--- src/proc_pkg.sv ---
`default_nettype none

package proc_pkg;

   // Memory sizes in 16-bit words
   localparam int IMEM_DEPTH = 256;
   localparam int DMEM_DEPTH = 256;
   localparam int NUM_REGS   = 8;

   // Bubble word that decodes as NOP
   localparam logic [15:0] NOP_INSTR = 16'h0800;

   // Opcode in bits 15 to 11
   typedef enum logic [4:0] {
      OP_HALT  = 5'b00000,
      OP_NOP   = 5'b00001,
      OP_J     = 5'b00100,
      OP_ADDI  = 5'b01000,
      OP_BEQZ  = 5'b01100,
      OP_ST    = 5'b10000,
      OP_LD    = 5'b10001,
      OP_RTYPE = 5'b11011
   } op_e;

   // R-type function field in bits 1 to 0
   typedef enum logic [1:0] {
      ALU_ADD = 2'b00,
      ALU_SUB = 2'b01,
      ALU_XOR = 2'b10,
      ALU_AND = 2'b11
   } alu_op_e;

   // IF/ID
   typedef struct packed {
      logic [15:0] instr;
      logic [15:0] pc_inc;
      logic        valid;
   } if_id_t;

   // ID/EX
   typedef struct packed {
      logic [15:0] instr;
      logic [15:0] pc_inc;
      logic [15:0] rs_val;
      logic [15:0] rt_val;
      logic [2:0]  rd;
      logic        we;
      logic        valid;
   } id_ex_t;

   // EX/MEM
   typedef struct packed {
      logic [15:0] instr;
      logic [15:0] alu_out;
      logic [15:0] st_data;
      logic [2:0]  rd;
      logic        we;
      logic        valid;
   } ex_mem_t;

   // MEM/WB that doubles as the register file write port
   typedef struct packed {
      logic [2:0]  rd;
      logic [15:0] data;
      logic        we;
   } wb_t;

   // Empty slots for each stage register
   localparam if_id_t  IF_ID_BUBBLE  = '{instr: NOP_INSTR, pc_inc: '0, valid: 1'b0};
   localparam id_ex_t  ID_EX_BUBBLE  = '{instr: NOP_INSTR, pc_inc: '0, rs_val: '0,
                                         rt_val: '0, rd: '0, we: 1'b0, valid: 1'b0};
   localparam ex_mem_t EX_MEM_BUBBLE = '{instr: NOP_INSTR, alu_out: '0, st_data: '0,
                                         rd: '0, we: 1'b0, valid: 1'b0};
   localparam wb_t     WB_IDLE       = '{rd: '0, data: '0, we: 1'b0};

endpackage

`default_nettype wire

--- src/reg_file.sv ---
`default_nettype none
`timescale 1ns/1ps

module reg_file import proc_pkg::*; (
   input  logic        clk,
   input  logic        rst_n,
   input  logic [2:0]  rs_sel,
   input  logic [2:0]  rt_sel,
   output logic [15:0] rs_data,
   output logic [15:0] rt_data,
   input  wb_t         wb
);

   logic [15:0] regs [NUM_REGS];

   // Async reads for decode
   // No write bypass since decode stalls on a pending WB write
   assign rs_data = regs[rs_sel];
   assign rt_data = regs[rt_sel];

   // Single write port from MEM/WB
   always_ff @(posedge clk or negedge rst_n) begin
      if (!rst_n) begin
         for (int i = 0; i < NUM_REGS; i++) begin
            regs[i] <= '0;
         end
      end else if (wb.we) begin
         regs[wb.rd] <= wb.data;
      end
   end

endmodule

`default_nettype wire

--- config.mk ---
export PLATFORM = sky130hd
export DESIGN_NAME = reg_file
export DESIGN_NICKNAME = d
export VERILOG_FILES = /design/src/proc_pkg.sv /design/src/reg_file.sv
export SDC_FILE = /design/constraint.sdc
export NUM_CORES = 1
export LEC_CHECK = 0
export ABC_AREA = 0
export ABC_CLOCK_PERIOD_IN_PS = 1400
export BUFFER_PORTS_ARGS = -buffer_cell sky130_fd_sc_hd__buf_2
export CAP_MARGIN = 20
export CORE_MARGIN = 10
export CORE_UTILIZATION = 23
export DETAILED_ROUTE_END_ITERATION = 12
export PLACE_DENSITY = 0.42
export SLEW_MARGIN = 20
export SYNTH_ARGS = -nofsm -noshare
export SYNTH_HDL_FRONTEND = slang
export SYNTH_SLANG_ARGS = --single-unit
--- constraint.sdc ---
create_clock -name clk -period 1.4 [get_ports clk]
set_input_delay 0.07 -clock clk [delete_from_list [all_inputs] [get_ports clk]]
set_output_delay 0.07 -clock clk [all_outputs]
set_load 0.005 [all_outputs]
==> results.md <==
- Simple-gate share of the synthesized area: under 10%
- M1 wire length: between 9000 and 10,000 um
- Ant diodes: 0
- Crit. End Element: output port
- Starting Density: around a quarter
- Post-Synth Adder-Cell Area: 0%
- Chip Height: a little under 200 um
- Max-slew violation count: 0
- Core ar.: slightly below 30,000 um^2
- Grt ovf: 0
- Yosys reg bits: approximately 130
- CTS clk-pin slew, worst paths: ~0.050 ns
- Initial antenna violation count: 0
- Total vias in the final route: approximately 4,000
- Largest family of logic cells by synthesized area: multiplexers
- Hold/Removal Path Class: in -> reg
- Layout Nets: between 500 and 600
- Hold_sp: wb[3]
- Vias in the first global route: roughly 4,800
- Post-synthesis compound-gate area fraction: 0%
- Peak VDD IR: approximately 840 uV
- Die width: about 190 um
- Syn_nets: 421
- Finished Cell Area: 8850 um^2
- Sequential fraction of the synthesis area: between 40% and 50%
- Biggest register: regs
- Relative slew slack: 70.9%
- Clock latency at the later pin of the worst-skew pair: ~0.42 ns
- Period Utilization, post-route: 129%
- Wire length on met3: about 730 um
- Peak Freq: between 500 and 600 MHz
- Pleak: about 3.7 nW
- Final setup viols: 32
- Fin crit period: 1.81 ns
- Routed Antenna Nets: 0
- Setup CP Type: reg -> out
- Clock Skews: 0 ns
- Max Cap Violations: 0
- H-tree lvl count: 4
- Die area: around 38,000 um^2
- Drt pass-1 iters: 4
- Pwr dens: 1440 nW/um^2
- Failing checks: setup timing
- Synth warnings: 0
- Fin cells: ~880
- Area growth from synthesis to layout: 26.6%
- Crit Path Max Fanout: 3
- Critical path launch point: regs[2]
- Uppermost layer routed: met4
- WL met2: slightly above 9000 um
- Max reg flops: roughly 130
- Total global-route track usage: approximately a tenth
- Commonest cells after routing, fill and taps aside: mux2_2, dfrtp_1, mux4_2
- Most common cell after layout, fill and taps aside: mux2_2
- Worst-margin pin slew: 0.436 ns
- DRT Wirelength: 19,500 um
- Total CTS buffers: 17
- Xor/xnor share of the synthesized area: 0%
- Share of cells above drive strength 1: between 60% and 70%
- Syn Std Cell Area: between 6000 and 7000 um^2
- DP Cell Count: 832
- Multiplexer share of the synthesized area: 49.4%
- Post-route DRC: 0
- Worst path required time: roughly 1.3 ns
- IO buf count: roughly 60
- Dpl cell area: between 8000 and 9000 um^2
- Post-Syn Instances: 393
- Largest net degree at the start of global routing: 55
- Total clock sinks: around 130
- RSZ-0062 raised after global routing: yes
- Distinct cells, synth: 14
- Via-to-Cell Ratio: 4.66
- CTS tree: built
- CP arrival: roughly 1.7 ns
- IO Count: 60
- Dpl hpwl: 12,400 um
- Syn Area/Cell: ~18 um^2
- Routability cong.: approximately 0.74
- Global-route wire length before repair: 30,600 um
- CP startpoint kind: flop
- Layout Utilization: slightly below 30%
- Top flop regs: regs x128
- # rows: 63
- Outcome: complete, but fails checks
- Worst Slack Setup Final: -0.411 ns
- Initial DRC Count: approximately 140
- Routed len/inst: 22.1 um
- RR Startpoint: regs[43]
- Root buf cell: clkbuf_16
- Hold Violations, Final: 0
- CTS max path bufs: 2
==> critical path: stages, from the launching register on <==
cell,delay (ns)
dfrtp_1,0.43
mux4_2,0.50
mux2_4,0.28
buf_6,0.12
==> report_power, final <==
part,internal (W),leakage (nW),switching [W]
registers,0.00453,1.54,0.000622
logic,0.00236,1.88,0.00111
clock network,0.00258,0.266,0.00158
total,0.00946,3.68,0.00331
==> cell type report <==
type,count,area (um^2)
Fill cell,3015,20900
Timing Repair Buffer,103,1090
Clock buffer,22,484
Sequential cell,128,3200
Clock inverter,6,60.1
Tap cell,390,488
Multi-Input combinational cell,232,3520
==> through the flow <==
step	power, W	TNS, ns	hold slack (ns)	setup WS, ns
6_report	0.0128	-11.86	0.0218	-0.411
5_1_grt	0.0134	-13.49	0.0257	-0.464
4_1_cts	0.0129	-12.57	0.00582	-0.417
3_5_place_dp	0.00802	-2.89	0.0394	-0.141
3_3_place_gp	0.00790	-3.04	0.0278	-0.136
2_1_floorplan	0.00687	0	-0.226	0.0854
==> timing repair <==
item / 4_1_cts / 5_1_grt
resized for setup: 109 / 2
endpoints found under the hold margin: 147 / 0
buffers inserted: 3 / 3
endpoints found under the setup margin: 32 / 32
hold buffers: 15 / 0
==> logic make-up (layout without fill, tap and decap cells) <==
kind of cell | count (synthesis) | count (layout)
muxes | 224 | 224
buffers and inverters | 33 | 131
DFF | 128 | 128
and+or+nand+nor | 8 | 8
==> synth_stat cells <==
master / number / share of area [%]
clkbuf_2: 2 / 0.14
mux4_1: 56 / 21
buf_2: 9 / 0.64
buf_4: 5 / 0.54
mux4_2: 8 / 2.6
buf_1: 5 / 0.27
nand4b_2: 3 / 0.64
mux2_2: 160 / 26
nor4bb_1: 3 / 0.43
buf_6: 9 / 1.4
nor4b_4: 1 / 0.34
dfrtp_1: 128 / 46
clkbuf_1: 3 / 0.16
nand4_2: 1 / 0.18
==> final timing paths <==
path | depth (start not counted) | end | slack [ns]
min in group asynchronous | 2 | regs[116] | 0.13
setup / recovery | 3 | rs_data[2] | -0.41
max in group asynchronous | 3 | regs[94] | 0.60
hold reg to reg | 1 | regs[73] | 0.52
hold / removal | 2 | regs[98] | 0.02
setup reg to reg | 3 | regs[43] | 0.39
==> metal layers <==
metal / vias up / track usage (%)
li1: 1733 / -
met1: 2286 / 14.1
met2: 68 / 16.4
met3: 15 / 2.84
met4: 0 / 3.63
met5: - / 0
Note: power is estimated with default switching activity, not from simulation.
