===== src/proc_pkg.sv =====
`default_nettype none

package proc_pkg;

   // Memory sizes in 16-bit words
   localparam int IMEM_DEPTH = 256;
   localparam int DMEM_DEPTH = 256;
   localparam int NUM_REGS   = 8;

   // Bubble word that decodes as NOP
   localparam logic [15:0] NOP_INSTR = 16'h0800;

   // Opcode in bits 15 to 11
   typedef enum logic [4:0] {
      OP_HALT  = 5'b00000,
      OP_NOP   = 5'b00001,
      OP_J     = 5'b00100,
      OP_ADDI  = 5'b01000,
      OP_BEQZ  = 5'b01100,
      OP_ST    = 5'b10000,
      OP_LD    = 5'b10001,
      OP_RTYPE = 5'b11011
   } op_e;

   // R-type function field in bits 1 to 0
   typedef enum logic [1:0] {
      ALU_ADD = 2'b00,
      ALU_SUB = 2'b01,
      ALU_XOR = 2'b10,
      ALU_AND = 2'b11
   } alu_op_e;

   // IF/ID
   typedef struct packed {
      logic [15:0] instr;
      logic [15:0] pc_inc;
      logic        valid;
   } if_id_t;

   // ID/EX
   typedef struct packed {
      logic [15:0] instr;
      logic [15:0] pc_inc;
      logic [15:0] rs_val;
      logic [15:0] rt_val;
      logic [2:0]  rd;
      logic        we;
      logic        valid;
   } id_ex_t;

   // EX/MEM
   typedef struct packed {
      logic [15:0] instr;
      logic [15:0] alu_out;
      logic [15:0] st_data;
      logic [2:0]  rd;
      logic        we;
      logic        valid;
   } ex_mem_t;

   // MEM/WB that doubles as the register file write port
   typedef struct packed {
      logic [2:0]  rd;
      logic [15:0] data;
      logic        we;
   } wb_t;

   // Empty slots for each stage register
   localparam if_id_t  IF_ID_BUBBLE  = '{instr: NOP_INSTR, pc_inc: '0, valid: 1'b0};
   localparam id_ex_t  ID_EX_BUBBLE  = '{instr: NOP_INSTR, pc_inc: '0, rs_val: '0,
                                         rt_val: '0, rd: '0, we: 1'b0, valid: 1'b0};
   localparam ex_mem_t EX_MEM_BUBBLE = '{instr: NOP_INSTR, alu_out: '0, st_data: '0,
                                         rd: '0, we: 1'b0, valid: 1'b0};
   localparam wb_t     WB_IDLE       = '{rd: '0, data: '0, we: 1'b0};

endpackage

`default_nettype wire


===== src/fetch_stage.sv =====
`default_nettype none
`timescale 1ns/1ps

module fetch_stage import proc_pkg::*; (
   input  logic        clk,
   input  logic        rst_n,
   input  logic        prog_we,
   input  logic [7:0]  prog_addr,
   input  logic [15:0] prog_data,
   input  logic        stall,
   input  logic        redirect,
   input  logic [15:0] redirect_pc,
   input  logic        halted,
   output if_id_t      if_id
);

   logic [15:0] imem [IMEM_DEPTH];
   logic [15:0] pc;
   logic [15:0] pc_inc;
   logic [15:0] fetch_word;

   // Sequential address with 2 bytes per instruction
   assign pc_inc = pc + 16'd2;

   // Word indexed async read
   assign fetch_word = imem[pc[8:1]];

   // Program load only while reset is held
   always_ff @(posedge clk) begin
      if (!rst_n && prog_we) begin
         imem[prog_addr] <= prog_data;
      end
   end

   // PC and IF/ID
   // Halt freeze wins over redirect, which wins over stall hold
   always_ff @(posedge clk or negedge rst_n) begin
      if (!rst_n) begin
         pc    <= '0;
         if_id <= IF_ID_BUBBLE;
      end else if (!halted) begin
         if (redirect) begin
            // Younger fetch is on the wrong path
            pc    <= redirect_pc;
            if_id <= IF_ID_BUBBLE;
         end else if (!stall) begin
            pc    <= pc_inc;
            if_id <= '{instr: fetch_word, pc_inc: pc_inc, valid: 1'b1};
         end
      end
   end

endmodule

`default_nettype wire


===== config.mk =====
export PLATFORM = sky130hd
export DESIGN_NAME = fetch_stage
export DESIGN_NICKNAME = d
export VERILOG_FILES = /design/src/proc_pkg.sv /design/src/fetch_stage.sv
export SDC_FILE = /design/constraint.sdc
export NUM_CORES = 2
export LEC_CHECK = 0
export ABC_AREA = 1
export BUFFER_PORTS_ARGS = -buffer_cell sky130_fd_sc_hd__buf_2
export CORE_ASPECT_RATIO = 1.4
export CORE_UTILIZATION = 46
export DETAILED_ROUTE_END_ITERATION = 7
export GPL_ROUTABILITY_DRIVEN = 1
export GPL_TIMING_DRIVEN = 1
export HOLD_SLACK_MARGIN = 0.06
export REMOVE_ABC_BUFFERS = 1
export SYNTH_ARGS = -nofsm -noshare
export SYNTH_HDL_FRONTEND = slang
export SYNTH_SLANG_ARGS = --single-unit

===== constraint.sdc =====
create_clock -name clk -period 4.9 [get_ports clk]
set_clock_uncertainty 0.15 [all_clocks]
set_input_delay 0.49 -clock clk [delete_from_list [all_inputs] [get_ports clk]]
set_output_delay 0.49 -clock clk [all_outputs]
set_load 0.1 [all_outputs]

==> results.yml <==
status:
  status: "complete, no violations"
cts:
  postCtsSetupBuffers: 0
  path_clk_slew_ns: 0.06
  cts_buffer_depth: 4
  cts_max_level: 5
  cts-root-buf: "clkbuf_16"
  cts_resized: 0
  cts_tree: "built"
  clock-sinks: 4145
  numCtsBuffers: 391
  insertion_delay_ns: 0.96
placement:
  port_buffers: 78
  dpl.hpwl_mm: 299
  post-place-ws_ns: 1.02
  dp.cells: 18500
  place_area_mm2: 0.175
  place_congestion: 0.908
finish:
  stdcell_area_mm2: 0.187
  stdcell_count: 19300
  drive_gt1_frac: 0.0832
  areaGrowthSynthToFinish_pct: 11.9
  final_util: 0.518
  filler_cell_count: 30400
  nets: 14300
pwr:
  power_frac_comb: 0.178
  p_leak_nw: 67.0
  p_total_mw: 84.2
  seqPwrFrac: 0.467
  switching_share: 0.294
  ir_drop_mv: 0.323
  power.internal_mw: 59.4
  clock_power_share: 0.355
  power_density_mw_per_mm2: 449
  p_switching_mw: 24.7
sta:
  worst_pin_slew_ns: 1.40
  setup-violations-final: 0
  slew_headroom: 0.0667
  timing.fmax_ghz: 0.236
  fin_crit_sh: 0.865
  min_period_ns: 4.24
  hold_ws_ns: 0.162
  timing.final.ws_setup_ns: 0.660
  rsz0062_at_grt: "false"
  tns_ns: 0
  hold_violations: 0
  finalMaxSlewViolations: 0
critical_path:
  crit_fanout: 79
  worstPathRequired_ns: 5.55
  crit_arrival_ns: 4.89
  crit_path_start_kind: "flip-flop"
  path_class: "flip-flop to flip-flop"
  end_kind: "flip-flop"
floorplanning:
  start_util: 0.463
  pin_count: 79
  row_count: 261
  core_mm2: 0.362
  die_area_mm2: 0.366
  die_h_um: 716
  die_x_um: 512
route:
  vias: 111000
  first_iter_violations: 12900
  antenna_left: 0
  drt_wl_total_mm: 519
  drc: 0
  via_per_inst: 5.74
  first_pass_iters: 6
  avgRoutedWirePerCell_um: 26.9
logic_synthesis:
  netlist_area_mm2: 0.167
  synth_cell_types: 31
  ys_ff_latch: 4145
  yosys_warnings: 0
  syn_avg_cell_area_um2: 11.9
  syn_inst: 14100
  seq_area_frac_synth: 0.742
global_route:
  met2_usage: 0.459
  grt_util_met3: 0.0415
  antenna_found_initial: 23
  grtUsageMet1: 0.355
  first_global_vias: 104000
  grt_pass1_wl_mm: 743
  grt_max_degree: 152
  grt_busiest_layer: "met2"
  grt_use_total: 0.279
  overflow: 0
run:
  timing.max_cap.violations: 0
worst_hold_path:
  min_path_type: "input port to flip-flop"
==> sequential cells by signal, summed over array words and instances, names as in the netlist <==
register and cells:
imem 4096, pc 16, if_id 33
==> synthesized netlist by cell type, drive strengths merged <==
cell type	number	area, um2
nand2	5103	19200
edfxtp	4096	123000
nand3	3229	16200
buf	757	4230
nor2	316	1200
a21oi	269	1350
clkbuf	153	574
inv	63	241
dfrtp	48	1200
o211ai	18	135
o21ai	10	50.1
clkinv	5	18.8
a21boi	4	30.0
nand4	3	25.0
nor3	3	20.0
xor2	2	17.5
dfstp	1	26.3
ha	1	12.5
==> worst max-delay path, cell delays in order, from the launching register on <==
cell,delay (ns)
dfrtp_4,0.72
inv_16,0.29
buf_4,0.33
nor2_4,0.15
nand4_2,0.11
nor2_1,0.19
nand4_1,0.15
nor2_1,0.82
nand2_1,0.16
o21ai_1,0.24
o211ai_1,0.10
dlygate4sd3_1,0.56
==> worst paths after layout <==
kind / start / slack, ns / depth (start not counted) / end
max in group asynchronous: rst_n / 2.74 / 5 / pc[4]
worst max-delay path: pc[1] / 0.66 / 11 / pc[14]
worst min register to register: if_id[14] / 0.33 / 2 / if_id[14]
worst max register to register: pc[1] / 0.66 / 11 / pc[14]
min in group asynchronous: rst_n / 0.65 / 4 / if_id[2]
worst min-delay path: redirect_pc[11] / 0.16 / 4 / pc[11]
==> cells by family after synthesis <==
logic type	share of synthesized area
AO/OA/AOI/OAI	0.00935
XOR/XNOR	0.000105
adder cells (fa/ha/maj)	0.0000747
buffers and inverters	0.0302
flip-flops	0.742
AND/OR/NAND/NOR	0.218
==> power by group through the flow <==
stage | clock network (mW) | logic, mW | registers, mW
6_report | 29.9 | 15.0 | 39.3
5_1_grt | 31.4 | 16.0 | 39.3
4_1_cts | 30.2 | 14.9 | 39.3
3_5_place_dp | 0 | 14.8 | 40.1
3_3_place_gp | 0 | 14.8 | 40.1
2_1_floorplan | 0 | 7.86 | 40.9
==> cells in the final DEF, fill, tap and decap left out, drive strengths merged <==
cell type | synthesis | routed
a21boi | 4 | 4
clkinvlp | 0 | 6
nor2 | 316 | 316
nand4 | 3 | 3
clkinv | 5 | 162
o211ai | 18 | 18
o21ai | 10 | 10
nand2 | 5103 | 5103
nor3 | 3 | 3
bufinv | 0 | 28
inv | 63 | 71
buf | 757 | 613
nand3 | 3229 | 3229
dfrtp | 48 | 48
a21oi | 269 | 269
dfstp | 1 | 1
diode | 0 | 10
xor2 | 2 | 2
ha | 1 | 1
dlygate4sd3 | 0 | 48
edfxtp | 4096 | 4096
clkbuf | 153 | 505
==> layout make-up <==
| type | count | area (um2) | share of cell area |
|---|---|---|---|
| Clock buffer | 505 | 10600 | 0.0567 |
| Timing Repair Buffer | 661 | 6290 | 0.0336 |
| Sequential cell | 4145 | 124000 | 0.663 |
| Clock inverter | 199 | 1720 | 0.00917 |
| Inverter | 68 | 323 | 0.00172 |
| Antenna cell | 10 | 25.0 | 0.000134 |
| Multi-Input combinational cell | 8958 | 38200 | 0.204 |
| Tap cell | 4734 | 5920 | 0.0316 |
==> what timing repair did <==
action	in CTS	in global routing
endpoints found under the setup margin	0	0
hold endpoints to repair	1027	0
hold buffers	48	0
==> metal layers <==
layer,up-vias,share of wire
met5,-,0.00013
met4,10,0.063
li1,49800,-
met3,1057,0.080
met1,54700,0.38
met2,5084,0.48
Note: power is estimated with default switching activity, not from simulation.
