===== src/proc_pkg.sv =====
`default_nettype none

package proc_pkg;

   // Memory sizes in 16-bit words
   localparam int IMEM_DEPTH = 256;
   localparam int DMEM_DEPTH = 256;
   localparam int NUM_REGS   = 8;

   // Bubble word that decodes as NOP
   localparam logic [15:0] NOP_INSTR = 16'h0800;

   // Opcode in bits 15 to 11
   typedef enum logic [4:0] {
      OP_HALT  = 5'b00000,
      OP_NOP   = 5'b00001,
      OP_J     = 5'b00100,
      OP_ADDI  = 5'b01000,
      OP_BEQZ  = 5'b01100,
      OP_ST    = 5'b10000,
      OP_LD    = 5'b10001,
      OP_RTYPE = 5'b11011
   } op_e;

   // R-type function field in bits 1 to 0
   typedef enum logic [1:0] {
      ALU_ADD = 2'b00,
      ALU_SUB = 2'b01,
      ALU_XOR = 2'b10,
      ALU_AND = 2'b11
   } alu_op_e;

   // IF/ID
   typedef struct packed {
      logic [15:0] instr;
      logic [15:0] pc_inc;
      logic        valid;
   } if_id_t;

   // ID/EX
   typedef struct packed {
      logic [15:0] instr;
      logic [15:0] pc_inc;
      logic [15:0] rs_val;
      logic [15:0] rt_val;
      logic [2:0]  rd;
      logic        we;
      logic        valid;
   } id_ex_t;

   // EX/MEM
   typedef struct packed {
      logic [15:0] instr;
      logic [15:0] alu_out;
      logic [15:0] st_data;
      logic [2:0]  rd;
      logic        we;
      logic        valid;
   } ex_mem_t;

   // MEM/WB that doubles as the register file write port
   typedef struct packed {
      logic [2:0]  rd;
      logic [15:0] data;
      logic        we;
   } wb_t;

   // Empty slots for each stage register
   localparam if_id_t  IF_ID_BUBBLE  = '{instr: NOP_INSTR, pc_inc: '0, valid: 1'b0};
   localparam id_ex_t  ID_EX_BUBBLE  = '{instr: NOP_INSTR, pc_inc: '0, rs_val: '0,
                                         rt_val: '0, rd: '0, we: 1'b0, valid: 1'b0};
   localparam ex_mem_t EX_MEM_BUBBLE = '{instr: NOP_INSTR, alu_out: '0, st_data: '0,
                                         rd: '0, we: 1'b0, valid: 1'b0};
   localparam wb_t     WB_IDLE       = '{rd: '0, data: '0, we: 1'b0};

endpackage

`default_nettype wire


===== src/decode_stage.sv =====
`default_nettype none
`timescale 1ns/1ps

module decode_stage import proc_pkg::*; (
   input  logic        clk,
   input  logic        rst_n,
   input  if_id_t      if_id,
   input  logic        redirect,
   input  logic        halted,
   input  ex_mem_t     ex_mem,
   input  wb_t         wb,
   output logic [2:0]  rs_sel,
   output logic [2:0]  rt_sel,
   input  logic [15:0] rs_data,
   input  logic [15:0] rt_data,
   output logic        stall,
   output id_ex_t      id_ex
);

   op_e         op;
   logic [2:0]  rs;
   logic [2:0]  rt;
   logic [2:0]  dst;
   logic        dst_we;
   logic        hit_ex;
   logic        hit_mem;
   logic        hit_wb;
   id_ex_t      decoded;

   assign op = op_e'(if_id.instr[15:11]);

   // Source fields sit in the same place for every format
   assign rs     = if_id.instr[10:8];
   assign rt     = if_id.instr[7:5];
   assign rs_sel = rs;
   assign rt_sel = rt;

   // Destination register and write enable
   always_comb begin
      dst    = rt;
      dst_we = 1'b0;
      case (op)
         OP_RTYPE: begin
            dst    = if_id.instr[4:2];
            dst_we = 1'b1;
         end
         OP_ADDI, OP_LD: dst_we = 1'b1;
         default: dst_we = 1'b0;
      endcase
   end

   // Interlock against every later writer without forwarding
   // EX writer comes from our own ID/EX output
   assign hit_ex  = id_ex.valid && id_ex.we && (rs == id_ex.rd || rt == id_ex.rd);
   assign hit_mem = ex_mem.valid && ex_mem.we && (rs == ex_mem.rd || rt == ex_mem.rd);
   // WB write lands at the end of this cycle and is too late for our read
   assign hit_wb  = wb.we && (rs == wb.rd || rt == wb.rd);

   // Bubbles never stall
   assign stall = if_id.valid && (hit_ex || hit_mem || hit_wb);

   assign decoded = '{instr:  if_id.instr,
                      pc_inc: if_id.pc_inc,
                      rs_val: rs_data,
                      rt_val: rt_data,
                      rd:     dst,
                      we:     dst_we && if_id.valid,
                      valid:  if_id.valid};

   // ID/EX takes a bubble on squash or interlock
   always_ff @(posedge clk or negedge rst_n) begin
      if (!rst_n) begin
         id_ex <= ID_EX_BUBBLE;
      end else if (!halted) begin
         if (redirect || stall) begin
            id_ex <= ID_EX_BUBBLE;
         end else begin
            id_ex <= decoded;
         end
      end
   end

endmodule

`default_nettype wire


===== config.mk =====
export PLATFORM = sky130hd
export DESIGN_NAME = decode_stage
export DESIGN_NICKNAME = d
export VERILOG_FILES = /design/src/proc_pkg.sv /design/src/decode_stage.sv
export SDC_FILE = /design/constraint.sdc
export NUM_CORES = 1
export LEC_CHECK = 0
export BUFFER_PORTS_ARGS = -buffer_cell sky130_fd_sc_hd__buf_2
export CORE_ASPECT_RATIO = 1.25
export CORE_MARGIN = 8
export CORE_UTILIZATION = 40
export CTS_CLUSTER_DIAMETER = 120
export CTS_CLUSTER_SIZE = 8
export DETAILED_ROUTE_END_ITERATION = 8
export GPL_TIMING_DRIVEN = 0
export PLACE_DENSITY_LB_ADDON = 0.08
export SLEW_MARGIN = 20
export SYNTH_ARGS = -nofsm -noshare
export SYNTH_HDL_FRONTEND = slang
export SYNTH_SLANG_ARGS = --single-unit

===== constraint.sdc =====
create_clock -name clk -period 2.5 [get_ports clk]
set_clock_uncertainty 0.2 [all_clocks]
set_input_delay 0.125 -clock clk [delete_from_list [all_inputs] [get_ports clk]]
set_output_delay 0.125 -clock clk [all_outputs]
set_load 0.03 [all_outputs]

==> flow_metrics.tcl <==
set metrics [dict create \
    run_status "completed" \
    total_power_uw 3060 \
    top_regs "id_ex x69" \
    endpoint_kind "primary output" \
    drcViolationCount 0 \
    cp.arrival_ns 1.84 \
    fp.dieH_um 110 \
    netlist.area_leader.share 0.603 \
    clk_transition_reported_paths_ns 0.07 \
    io-pin-count 218 \
    start_kind "primary input" \
    dp_hpwl_um 6330 \
    synth.top_cells.by_area "dfrtp_1 60%, a22o_1 20%, xnor2_1 5.6%, buf_4 1.9%, buf_6 1.2%" \
    setup-violations-final 0 \
    overflow 0 \
    coreArea_um2 6890 \
    detail-route-antenna-nets 0 \
    clock_sinks 69 \
    cts_tree "yes" \
    area_delta_synth_final_pct 61.3 \
    clockBufferDepth 2 \
    worstPathRequired_ns 2.17 \
    fillers 545 \
    rsz0062_at_grt "no" \
    synthCells 210 \
    num_vias 2598 \
    avgSynthCellArea_um2 13.4 \
    power.density_nw_per_um2 672 \
    setup_tns_ns 0 \
    synth_ff_type "dfrtp_1" \
    post-route-period-util 0.867 \
    wl_per_cell_um 17.2 \
    largest_reg_flops 69 \
    yosysWarnings 0 \
    fmax_mhz 461 \
    rows 34 \
    cts_root_buf "clkbuf_8" \
    finalMaxSlewViolations 0 \
    start_util 0.410 \
    top_register "id_ex" \
    relSlewSlack 0.622 \
    async_flop_share 1.00 \
    grt_pass1_vias 2877 \
    cp_slowest_cell "dlygate4sd3_1" \
    max_stage_delay_ns 0.54 \
    crit_type "primary input to primary output" \
    worst_slew_pin_slew_ns 0.566 \
    viasPerCell 4.89 \
    syn_area_um2 2820 \
    antenna_found_initial 0 \
    clock_latency_ns 0.33 \
    drt_first_pass_iters 4 \
    grt_max_degree 37 \
    peakVddDrop_mv 0.336 \
    p_leak_uw 0.00237 \
    max_cap_violations 0 \
    gr-usage-all-layers 0.182 \
    hold_class "primary input to flip-flop" \
    synth_edf_count 0 \
    fp.dieW_um 91.2 \
    io_buffers 149 \
    path_max_fanout 5 \
    crit_path_cell_trace "dlygate4sd3_1, clkbuf_2, xnor2_1, nand3_1, a21oi_1, or2_2, o21a_1, buf_2" \
    post_cts_buffers 0 \
    r2r_slack_ns 0.46 \
    finalHoldViolCount 0 \
    dieArea_um2 10000 \
    fin_nets 578 \
    finalWorstSetupSlack_ns 0.331 \
    grt_pass1_wl_um 14600 \
    seq_area_frac_synth 0.612 \
    syn_nets 352 \
    numCtsBuffers 9 \
    synth.distinct_cells 27 \
    drive_above_1_share 0.429 \
    hold_slack_ns 0.0140 \
    period_needed_ns 2.17 \
    drtIter0Drc 105 \
    drt-total-wl_um 9120 \
    antenna_cells 0 \
    synth_area_leader_cell "dfrtp_1" \
    yosys_register_bits 69 \
    htree_levels 3 \
    place_ws_ns 0.430 \
    gp_congestion 0.735 \
]
-- critical path: cells and delay by family --
| family | cells | cell delay, ns |
|---|---|---|
| XOR/XNOR | 1 | 0.15 |
| AO/OA/AOI/OAI | 2 | 0.27 |
| buffers and inverters | 3 | 0.88 |
| AND/OR/NAND/NOR | 2 | 0.42 |
-- power breakdown --
group          internal (uW)  switching, uW  total (uW)
clock                    486            404         889
sequential              1240           74.3        1320
combinational            347            509         856
total                   2070            987        3060
-- repair_timing --
action                                 in CTS  in global routing
gates resized for setup                     0                  1
hold buffers                               66                  0
setup endpoints to repair                   0                  1
endpoints found under the hold margin     136                  0
-- layout make-up --
class	instances	area [um^2]	share of cell area
tap	90	113	0.0247
multi-input combinational	116	953	0.209
timing repair buffer	215	1420	0.311
inverter	1	3.75	0.000824
sequential	69	1730	0.379
buffer	24	146	0.0321
clock inverter	4	47.5	0.0104
clock buffer	12	145	0.0319
-- through the flow --
stage	utilization	instance area [um^2]	instances
floorplan	-	2820	210
global placement	0.534	3680	449
detailed placement	0.538	3700	450
CTS	0.661	4560	532
global route	0.661	4560	531
finish	0.661	4560	531
-- cell usage after synthesis (2+ instances only) --
master     n
a22o_1    66
buf_4      7
buf_6      3
a21oi_1    2
dfrtp_1   68
buf_2      3
mux2_2     3
clkbuf_2   3
nand2_1    6
or3_1      2
nand4_1    4
xnor2_1   18
clkbuf_1   8
or2_2      2
nand3_1    3
-- cell usage in the layout (no fill, tap or decap), types with 2 or more instances in the layout --
master / count
a21oi_1: 2
dlygate4sd3_1: 65
buf_6: 3
nand4_1: 4
dfrtp_1: 68
clkbuf_2: 3
or3_1: 2
mux2_2: 3
nand3_1: 3
a22o_1: 66
clkbuf_1: 10
buf_2: 151
clkbuf_8: 10
xnor2_1: 18
nand2_1: 6
buf_4: 8
clkinv_2: 2
or2_2: 2
o41ai_2: 2
-- worst paths after layout --
kind,from,to,depth (start not counted)
min in group asynchronous,rst_n,id_ex[60],2
min reg2reg,id_ex[59],id_ex[59],1
min,if_id[0],id_ex[1],3
max reg2reg,id_ex[4],id_ex[14],7
max in group asynchronous,rst_n,id_ex[64],3
max,if_id[22],stall,8
-- routing by layer --
metal / share of wire / global-route usage / vias up / wire, um
li1: - / - / 1233 / -
met1: 0.40 / 0.199 / 1240 / 3670
met2: 0.50 / 0.310 / 105 / 4560
met3: 0.073 / 0.0731 / 20 / 667
met4: 0.025 / 0.0762 / 0 / 227
met5: 0 / 0 / - / 0
-- cell families (layout without fill, tap and decap cells) --
logic type / count (synthesis) / after routing / share of synthesized area
compound gates: 73 / 73 / 0.225
buf+inv: 25 / 256 / 0.0532
simple gates: 22 / 22 / 0.0425
xor+xnor: 18 / 18 / 0.0558
flops: 69 / 69 / 0.612
mux: 3 / 3 / 0.0120
(Power assumes the default switching activity.)
