`src/proc_pkg.sv`:
```
`default_nettype none

package proc_pkg;

   // Memory sizes in 16-bit words
   localparam int IMEM_DEPTH = 256;
   localparam int DMEM_DEPTH = 256;
   localparam int NUM_REGS   = 8;

   // Bubble word that decodes as NOP
   localparam logic [15:0] NOP_INSTR = 16'h0800;

   // Opcode in bits 15 to 11
   typedef enum logic [4:0] {
      OP_HALT  = 5'b00000,
      OP_NOP   = 5'b00001,
      OP_J     = 5'b00100,
      OP_ADDI  = 5'b01000,
      OP_BEQZ  = 5'b01100,
      OP_ST    = 5'b10000,
      OP_LD    = 5'b10001,
      OP_RTYPE = 5'b11011
   } op_e;

   // R-type function field in bits 1 to 0
   typedef enum logic [1:0] {
      ALU_ADD = 2'b00,
      ALU_SUB = 2'b01,
      ALU_XOR = 2'b10,
      ALU_AND = 2'b11
   } alu_op_e;

   // IF/ID
   typedef struct packed {
      logic [15:0] instr;
      logic [15:0] pc_inc;
      logic        valid;
   } if_id_t;

   // ID/EX
   typedef struct packed {
      logic [15:0] instr;
      logic [15:0] pc_inc;
      logic [15:0] rs_val;
      logic [15:0] rt_val;
      logic [2:0]  rd;
      logic        we;
      logic        valid;
   } id_ex_t;

   // EX/MEM
   typedef struct packed {
      logic [15:0] instr;
      logic [15:0] alu_out;
      logic [15:0] st_data;
      logic [2:0]  rd;
      logic        we;
      logic        valid;
   } ex_mem_t;

   // MEM/WB that doubles as the register file write port
   typedef struct packed {
      logic [2:0]  rd;
      logic [15:0] data;
      logic        we;
   } wb_t;

   // Empty slots for each stage register
   localparam if_id_t  IF_ID_BUBBLE  = '{instr: NOP_INSTR, pc_inc: '0, valid: 1'b0};
   localparam id_ex_t  ID_EX_BUBBLE  = '{instr: NOP_INSTR, pc_inc: '0, rs_val: '0,
                                         rt_val: '0, rd: '0, we: 1'b0, valid: 1'b0};
   localparam ex_mem_t EX_MEM_BUBBLE = '{instr: NOP_INSTR, alu_out: '0, st_data: '0,
                                         rd: '0, we: 1'b0, valid: 1'b0};
   localparam wb_t     WB_IDLE       = '{rd: '0, data: '0, we: 1'b0};

endpackage

`default_nettype wire

```
`src/execute_stage.sv`:
```
`default_nettype none
`timescale 1ns/1ps

module execute_stage import proc_pkg::*; (
   input  logic        clk,
   input  logic        rst_n,
   input  id_ex_t      id_ex,
   input  logic        halted,
   output logic        redirect,
   output logic [15:0] redirect_pc,
   output ex_mem_t     ex_mem
);

   op_e         op;
   alu_op_e     alu_op;
   logic [15:0] imm5;
   logic [15:0] br_off;
   logic [15:0] j_off;
   logic [15:0] op_a;
   logic [15:0] op_b;
   logic [15:0] alu_out;
   logic [15:0] target;
   logic        taken;

   assign op = op_e'(id_ex.instr[15:11]);

   // Sign-extended immediates per format
   assign imm5   = {{11{id_ex.instr[4]}}, id_ex.instr[4:0]};
   assign br_off = {{8{id_ex.instr[7]}}, id_ex.instr[7:0]};
   assign j_off  = {{5{id_ex.instr[10]}}, id_ex.instr[10:0]};

   // A is always rs
   assign op_a = id_ex.rs_val;

   // Operand B and ALU function
   // Address calc for LD and ST is rs plus imm
   always_comb begin
      op_b   = id_ex.rt_val;
      alu_op = ALU_ADD;
      case (op)
         OP_ADDI, OP_LD, OP_ST: op_b = imm5;
         OP_RTYPE: alu_op = alu_op_e'(id_ex.instr[1:0]);
         default: alu_op = ALU_ADD;
      endcase
   end

   // SUB is rs minus rt
   always_comb begin
      case (alu_op)
         ALU_ADD: alu_out = op_a + op_b;
         ALU_SUB: alu_out = op_a - op_b;
         ALU_XOR: alu_out = op_a ^ op_b;
         ALU_AND: alu_out = op_a & op_b;
         default: alu_out = op_a + op_b;
      endcase
   end

   // Branch decision and a target relative to pc_inc
   always_comb begin
      taken  = 1'b0;
      target = id_ex.pc_inc + br_off;
      case (op)
         OP_BEQZ: taken = (id_ex.rs_val == 16'h0000);
         OP_J: begin
            taken  = 1'b1;
            target = id_ex.pc_inc + j_off;
         end
         default: taken = 1'b0;
      endcase
   end

   // Bubbles never redirect
   assign redirect    = id_ex.valid && taken;
   assign redirect_pc = target;

   // EX/MEM with the rt value as store data
   always_ff @(posedge clk or negedge rst_n) begin
      if (!rst_n) begin
         ex_mem <= EX_MEM_BUBBLE;
      end else if (!halted) begin
         ex_mem <= '{instr:   id_ex.instr,
                     alu_out: alu_out,
                     st_data: id_ex.rt_val,
                     rd:      id_ex.rd,
                     we:      id_ex.we,
                     valid:   id_ex.valid};
      end
   end

endmodule

`default_nettype wire

```
`config.mk`:
```
export PLATFORM = sky130hd
export DESIGN_NAME = execute_stage
export DESIGN_NICKNAME = d
export VERILOG_FILES = /design/src/proc_pkg.sv /design/src/execute_stage.sv
export SDC_FILE = /design/constraint.sdc
export NUM_CORES = 1
export LEC_CHECK = 0
export BUFFER_PORTS_ARGS = -buffer_cell sky130_fd_sc_hd__buf_2
export CAP_MARGIN = 20
export CELL_PAD_IN_SITES_DETAIL_PLACEMENT = 1
export CELL_PAD_IN_SITES_GLOBAL_PLACEMENT = 2
export CORE_MARGIN = 3
export CORE_UTILIZATION = 34
export CTS_BUF_LIST = sky130_fd_sc_hd__clkbuf_8
export DETAILED_ROUTE_END_ITERATION = 16
export PLACE_DENSITY_LB_ADDON = 0.1
export RECOVER_POWER = 100
export SYNTH_ARGS = -nofsm -noshare
export SYNTH_HDL_FRONTEND = slang
export SYNTH_SLANG_ARGS = --single-unit
```
`constraint.sdc`:
```
create_clock -name clk -period 13 [get_ports clk]
set_input_delay 2.6 -clock clk [delete_from_list [all_inputs] [get_ports clk]]
set_output_delay 2.6 -clock clk [all_outputs]
set_load 0.02 [all_outputs]
```
==> flow_metrics.env <==
export IMPL_cpMostUsedCell="clkbuf_1"
export IMPL_detailedPlace_worstSlack_ps=4570
export IMPL_grt_pass1_wl_microns=22900
export IMPL_violations="max-capacitance violations, max-slew violations"
export IMPL_syn_to_final_growth_pct=19.8
export IMPL_leakage_nw=2.43
export IMPL_top_usage_layer="met2"
export IMPL_die_area_sq_um=14600
export IMPL_holdCritPathClass="flip-flop to flip-flop"
export IMPL_firstDrtPassIters=5
export IMPL_syn_inst=487
export IMPL_clk_transition_reported_paths_ps=100
export IMPL_wl_per_cell_microns=17.7
export IMPL_drc=0
export IMPL_vias_per_cell=5.21
export IMPL_fin_crit_ps=8870
export IMPL_timing_rr_start="ex_mem[35]$_DFFE_PN0N_"
export IMPL_regArea_sq_um=1330
export IMPL_hold_violations=0
export IMPL_clk_insertion_delay_late_ps=320
export IMPL_cp_num_buf_inv=3
export IMPL_crit_path_start="id_ex[53]"
export IMPL_ys_seq_elements=53
export IMPL_r2r_slack_ps=11970
export IMPL_synth_cell_types=61
export IMPL_arrival_ps=6270
export IMPL_syn_area_sq_um=4480
export IMPL_cp_slowest_cell="clkbuf_1"
export IMPL_design_portCount=142
export IMPL_grt_antenna_before_repair=1
export IMPL_ir_drop_uv=60.3
export IMPL_rsz0062_at_grt="false"
export IMPL_ctsResizeCount=0
export IMPL_routed_wirelength_microns=14100
export IMPL_cts_root_buf="clkbuf_8"
export IMPL_ys_flop_type="dfrtp_1"
export IMPL_num_fill_cells=1556
export IMPL_fin_skew_ps=0
export IMPL_syn_area_per_cell_sq_um=9.20
export IMPL_ys_seq_area_share_pct=29.6
export IMPL_ant_nets=0
export IMPL_num_rows=41
export IMPL_synthArstFlopShare_pct=100
export IMPL_outcome="finished with violations"
export IMPL_ctsLongestPathBuffers=2
export IMPL_cts_setup_buffers=0
export IMPL_yosysWarnings=0
export IMPL_fmax_mhz=113
export IMPL_critPathMaxFanout=29
export IMPL_powerDensity_nw_per_um2=105
export IMPL_grt_ovfl_total=0
export IMPL_fin_crit_sh_pct=68.2
export IMPL_multi_input_area_sq_um=3000
export IMPL_placed_area_sq_um=5350
export IMPL_crit_family="buffers and inverters"
export IMPL_largest_reg_flops=53
export IMPL_end_kind="output pin"
export IMPL_setup_violations_final=0
export IMPL_totalPowerFinal_uw=563
export IMPL_grt_pass1_vias=4306
export IMPL_setup_ws_ps=4130
export IMPL_startpoint_type="primary input"
export IMPL_timing_final_max_slew_violations=163
export IMPL_via_count=4140
export IMPL_slew_headroom_pct=-150
export IMPL_track_usage_pct=19.8
export IMPL_worstMarginPinSlew_ps=3760
export IMPL_top_register="ex_mem"
export IMPL_fp_dieW_microns=121
export IMPL_drtIter0Drc=165
export IMPL_routabilityCongestion=0.852
export IMPL_syn_nets=608
export IMPL_largest_registers="ex_mem x53"
export IMPL_die_h_microns=121
export IMPL_core_sq_um=12800
export IMPL_drive_gt1_share_pct=20.1
export IMPL_cap_violations=3
export IMPL_crit_required_ps=10400
export IMPL_io_buffers=141
export IMPL_worstSetupPathType="primary input to output pin"
export IMPL_cts_tree="done"
export IMPL_path_cells="clkbuf_1 -> ha_1 -> inv_1 -> fa_1 -> nor2b_1 -> o2111ai_1 -> a211oi_1 -> or4b_1 -> a31o_2 -> a21oi_1 -> xnor2_1 -> clkbuf_1"
export IMPL_place_hpwl_microns=11100
export IMPL_met1_usage_pct=27.2
export IMPL_design_area_sq_um=5370
export IMPL_worstHoldStart="ex_mem[31]$_DFFE_PN0N_"
export IMPL_cts_buffers=5
export IMPL_setup_tns_final_ps=0
export IMPL_hold_buffers=0
export IMPL_final_common_cell="clkbuf_1"
export IMPL_use_met2_pct=32.1
export IMPL_cts_sinks=53
export IMPL_cpPeakStageDelay_ps=1210
export IMPL_synth_edf_count=0
export IMPL_start_util_pct=35.1
export IMPL_fin_nets=742
export IMPL_grt_max_degree=79
export IMPL_htreeDepth=2
export IMPL_final_cell_mix="73 x clkbuf_1, 70 x buf_2, 52 x dfrtp_1"
export IMPL_global_route_usage_met3_pct=4.68
export IMPL_diodes=0
-- metrics by stage --
step	util, %	hold WS (ps)	cells
detailed placement	41.8	471	785
CTS	42.7	496	793
floorplan	-	593	487
finish	42.0	496	794
global route	42.0	538	794
global placement	41.8	462	785
-- tightest hold or removal path, stage by stage (launching register included) --
cell and delay, ps:
dfrtp_1 360, a21oi_1 60, nand2_1 50
-- per-layer routing --
layer	vias to the layer above	part of all wire (%)
met4	2	0.68
met2	101	46
li1	2039	-
met5	-	0.050
met1	1991	47
met3	7	5.5
-- area by class of cell --
class,count,share of cell area [%]
Timing Repair Buffer,145,11.9
Clock inverter,3,0.793
Sequential cell,53,24.7
Inverter,20,1.40
Multi-Input combinational cell,396,55.9
Tap cell,172,4.01
Clock buffer,5,1.28
-- final timing paths --
check,end,cells after the start
max,redirect_pc[14],12
min,ex_mem[31]$_DFFE_PN0N_,2
max reg2reg,ex_mem[35]$_DFFE_PN0N_,3
min reg2reg,ex_mem[31]$_DFFE_PN0N_,2
max in group asynchronous,ex_mem[18]$_DFFE_PN0N_,2
min in group asynchronous,ex_mem[46]$_DFFE_PN0N_,2
-- Yosys cell counts, types with 2 or more instances --
master | number | area, sq um
o21ai_1 | 3 | 15.0
nor2b_1 | 7 | 43.8
ha_1 | 47 | 588
xnor2_1 | 31 | 272
nand2_1 | 45 | 169
a211oi_1 | 10 | 75.1
o21bai_1 | 4 | 30.0
nor2_1 | 27 | 101
o21a_1 | 6 | 45.0
a21oi_1 | 41 | 205
inv_1 | 20 | 75.1
a2111oi_0 | 2 | 17.5
nand3b_1 | 2 | 15.0
nand3_1 | 5 | 25.0
a211o_1 | 2 | 17.5
mux2i_1 | 12 | 120
xor2_1 | 8 | 70.1
nor3_1 | 21 | 105
nor4b_1 | 2 | 17.5
a221o_1 | 2 | 20.0
nor4_1 | 8 | 50.1
buf_1 | 3 | 11.3
o21ai_0 | 18 | 90.1
mux2_2 | 37 | 417
o31a_1 | 2 | 17.5
or3_1 | 2 | 12.5
a21o_1 | 17 | 128
clkbuf_1 | 13 | 48.8
nand2b_1 | 5 | 31.3
dfrtp_1 | 52 | 1300
and3_1 | 2 | 12.5
fa_1 | 2 | 40.0
-- logic make-up (layout without fill, tap and decap cells) --
| kind of cell | Yosys count | in the layout | synth area share (%) |
|---|---|---|---|
| simple gates | 137 | 137 | 15.4 |
| xor+xnor | 39 | 39 | 7.63 |
| compound gates | 122 | 122 | 18.0 |
| mux | 49 | 49 | 12.0 |
| buf+inv | 38 | 173 | 3.38 |
| fa+ha+maj | 49 | 49 | 14.0 |
| flops | 53 | 53 | 29.6 |
-- where the power goes --
group	switching (mW)	internal, mW
Combinational	0.151	0.0933
Clock	0.0606	0.0572
Sequential	0.0122	0.189
(Power assumes the default switching activity.)
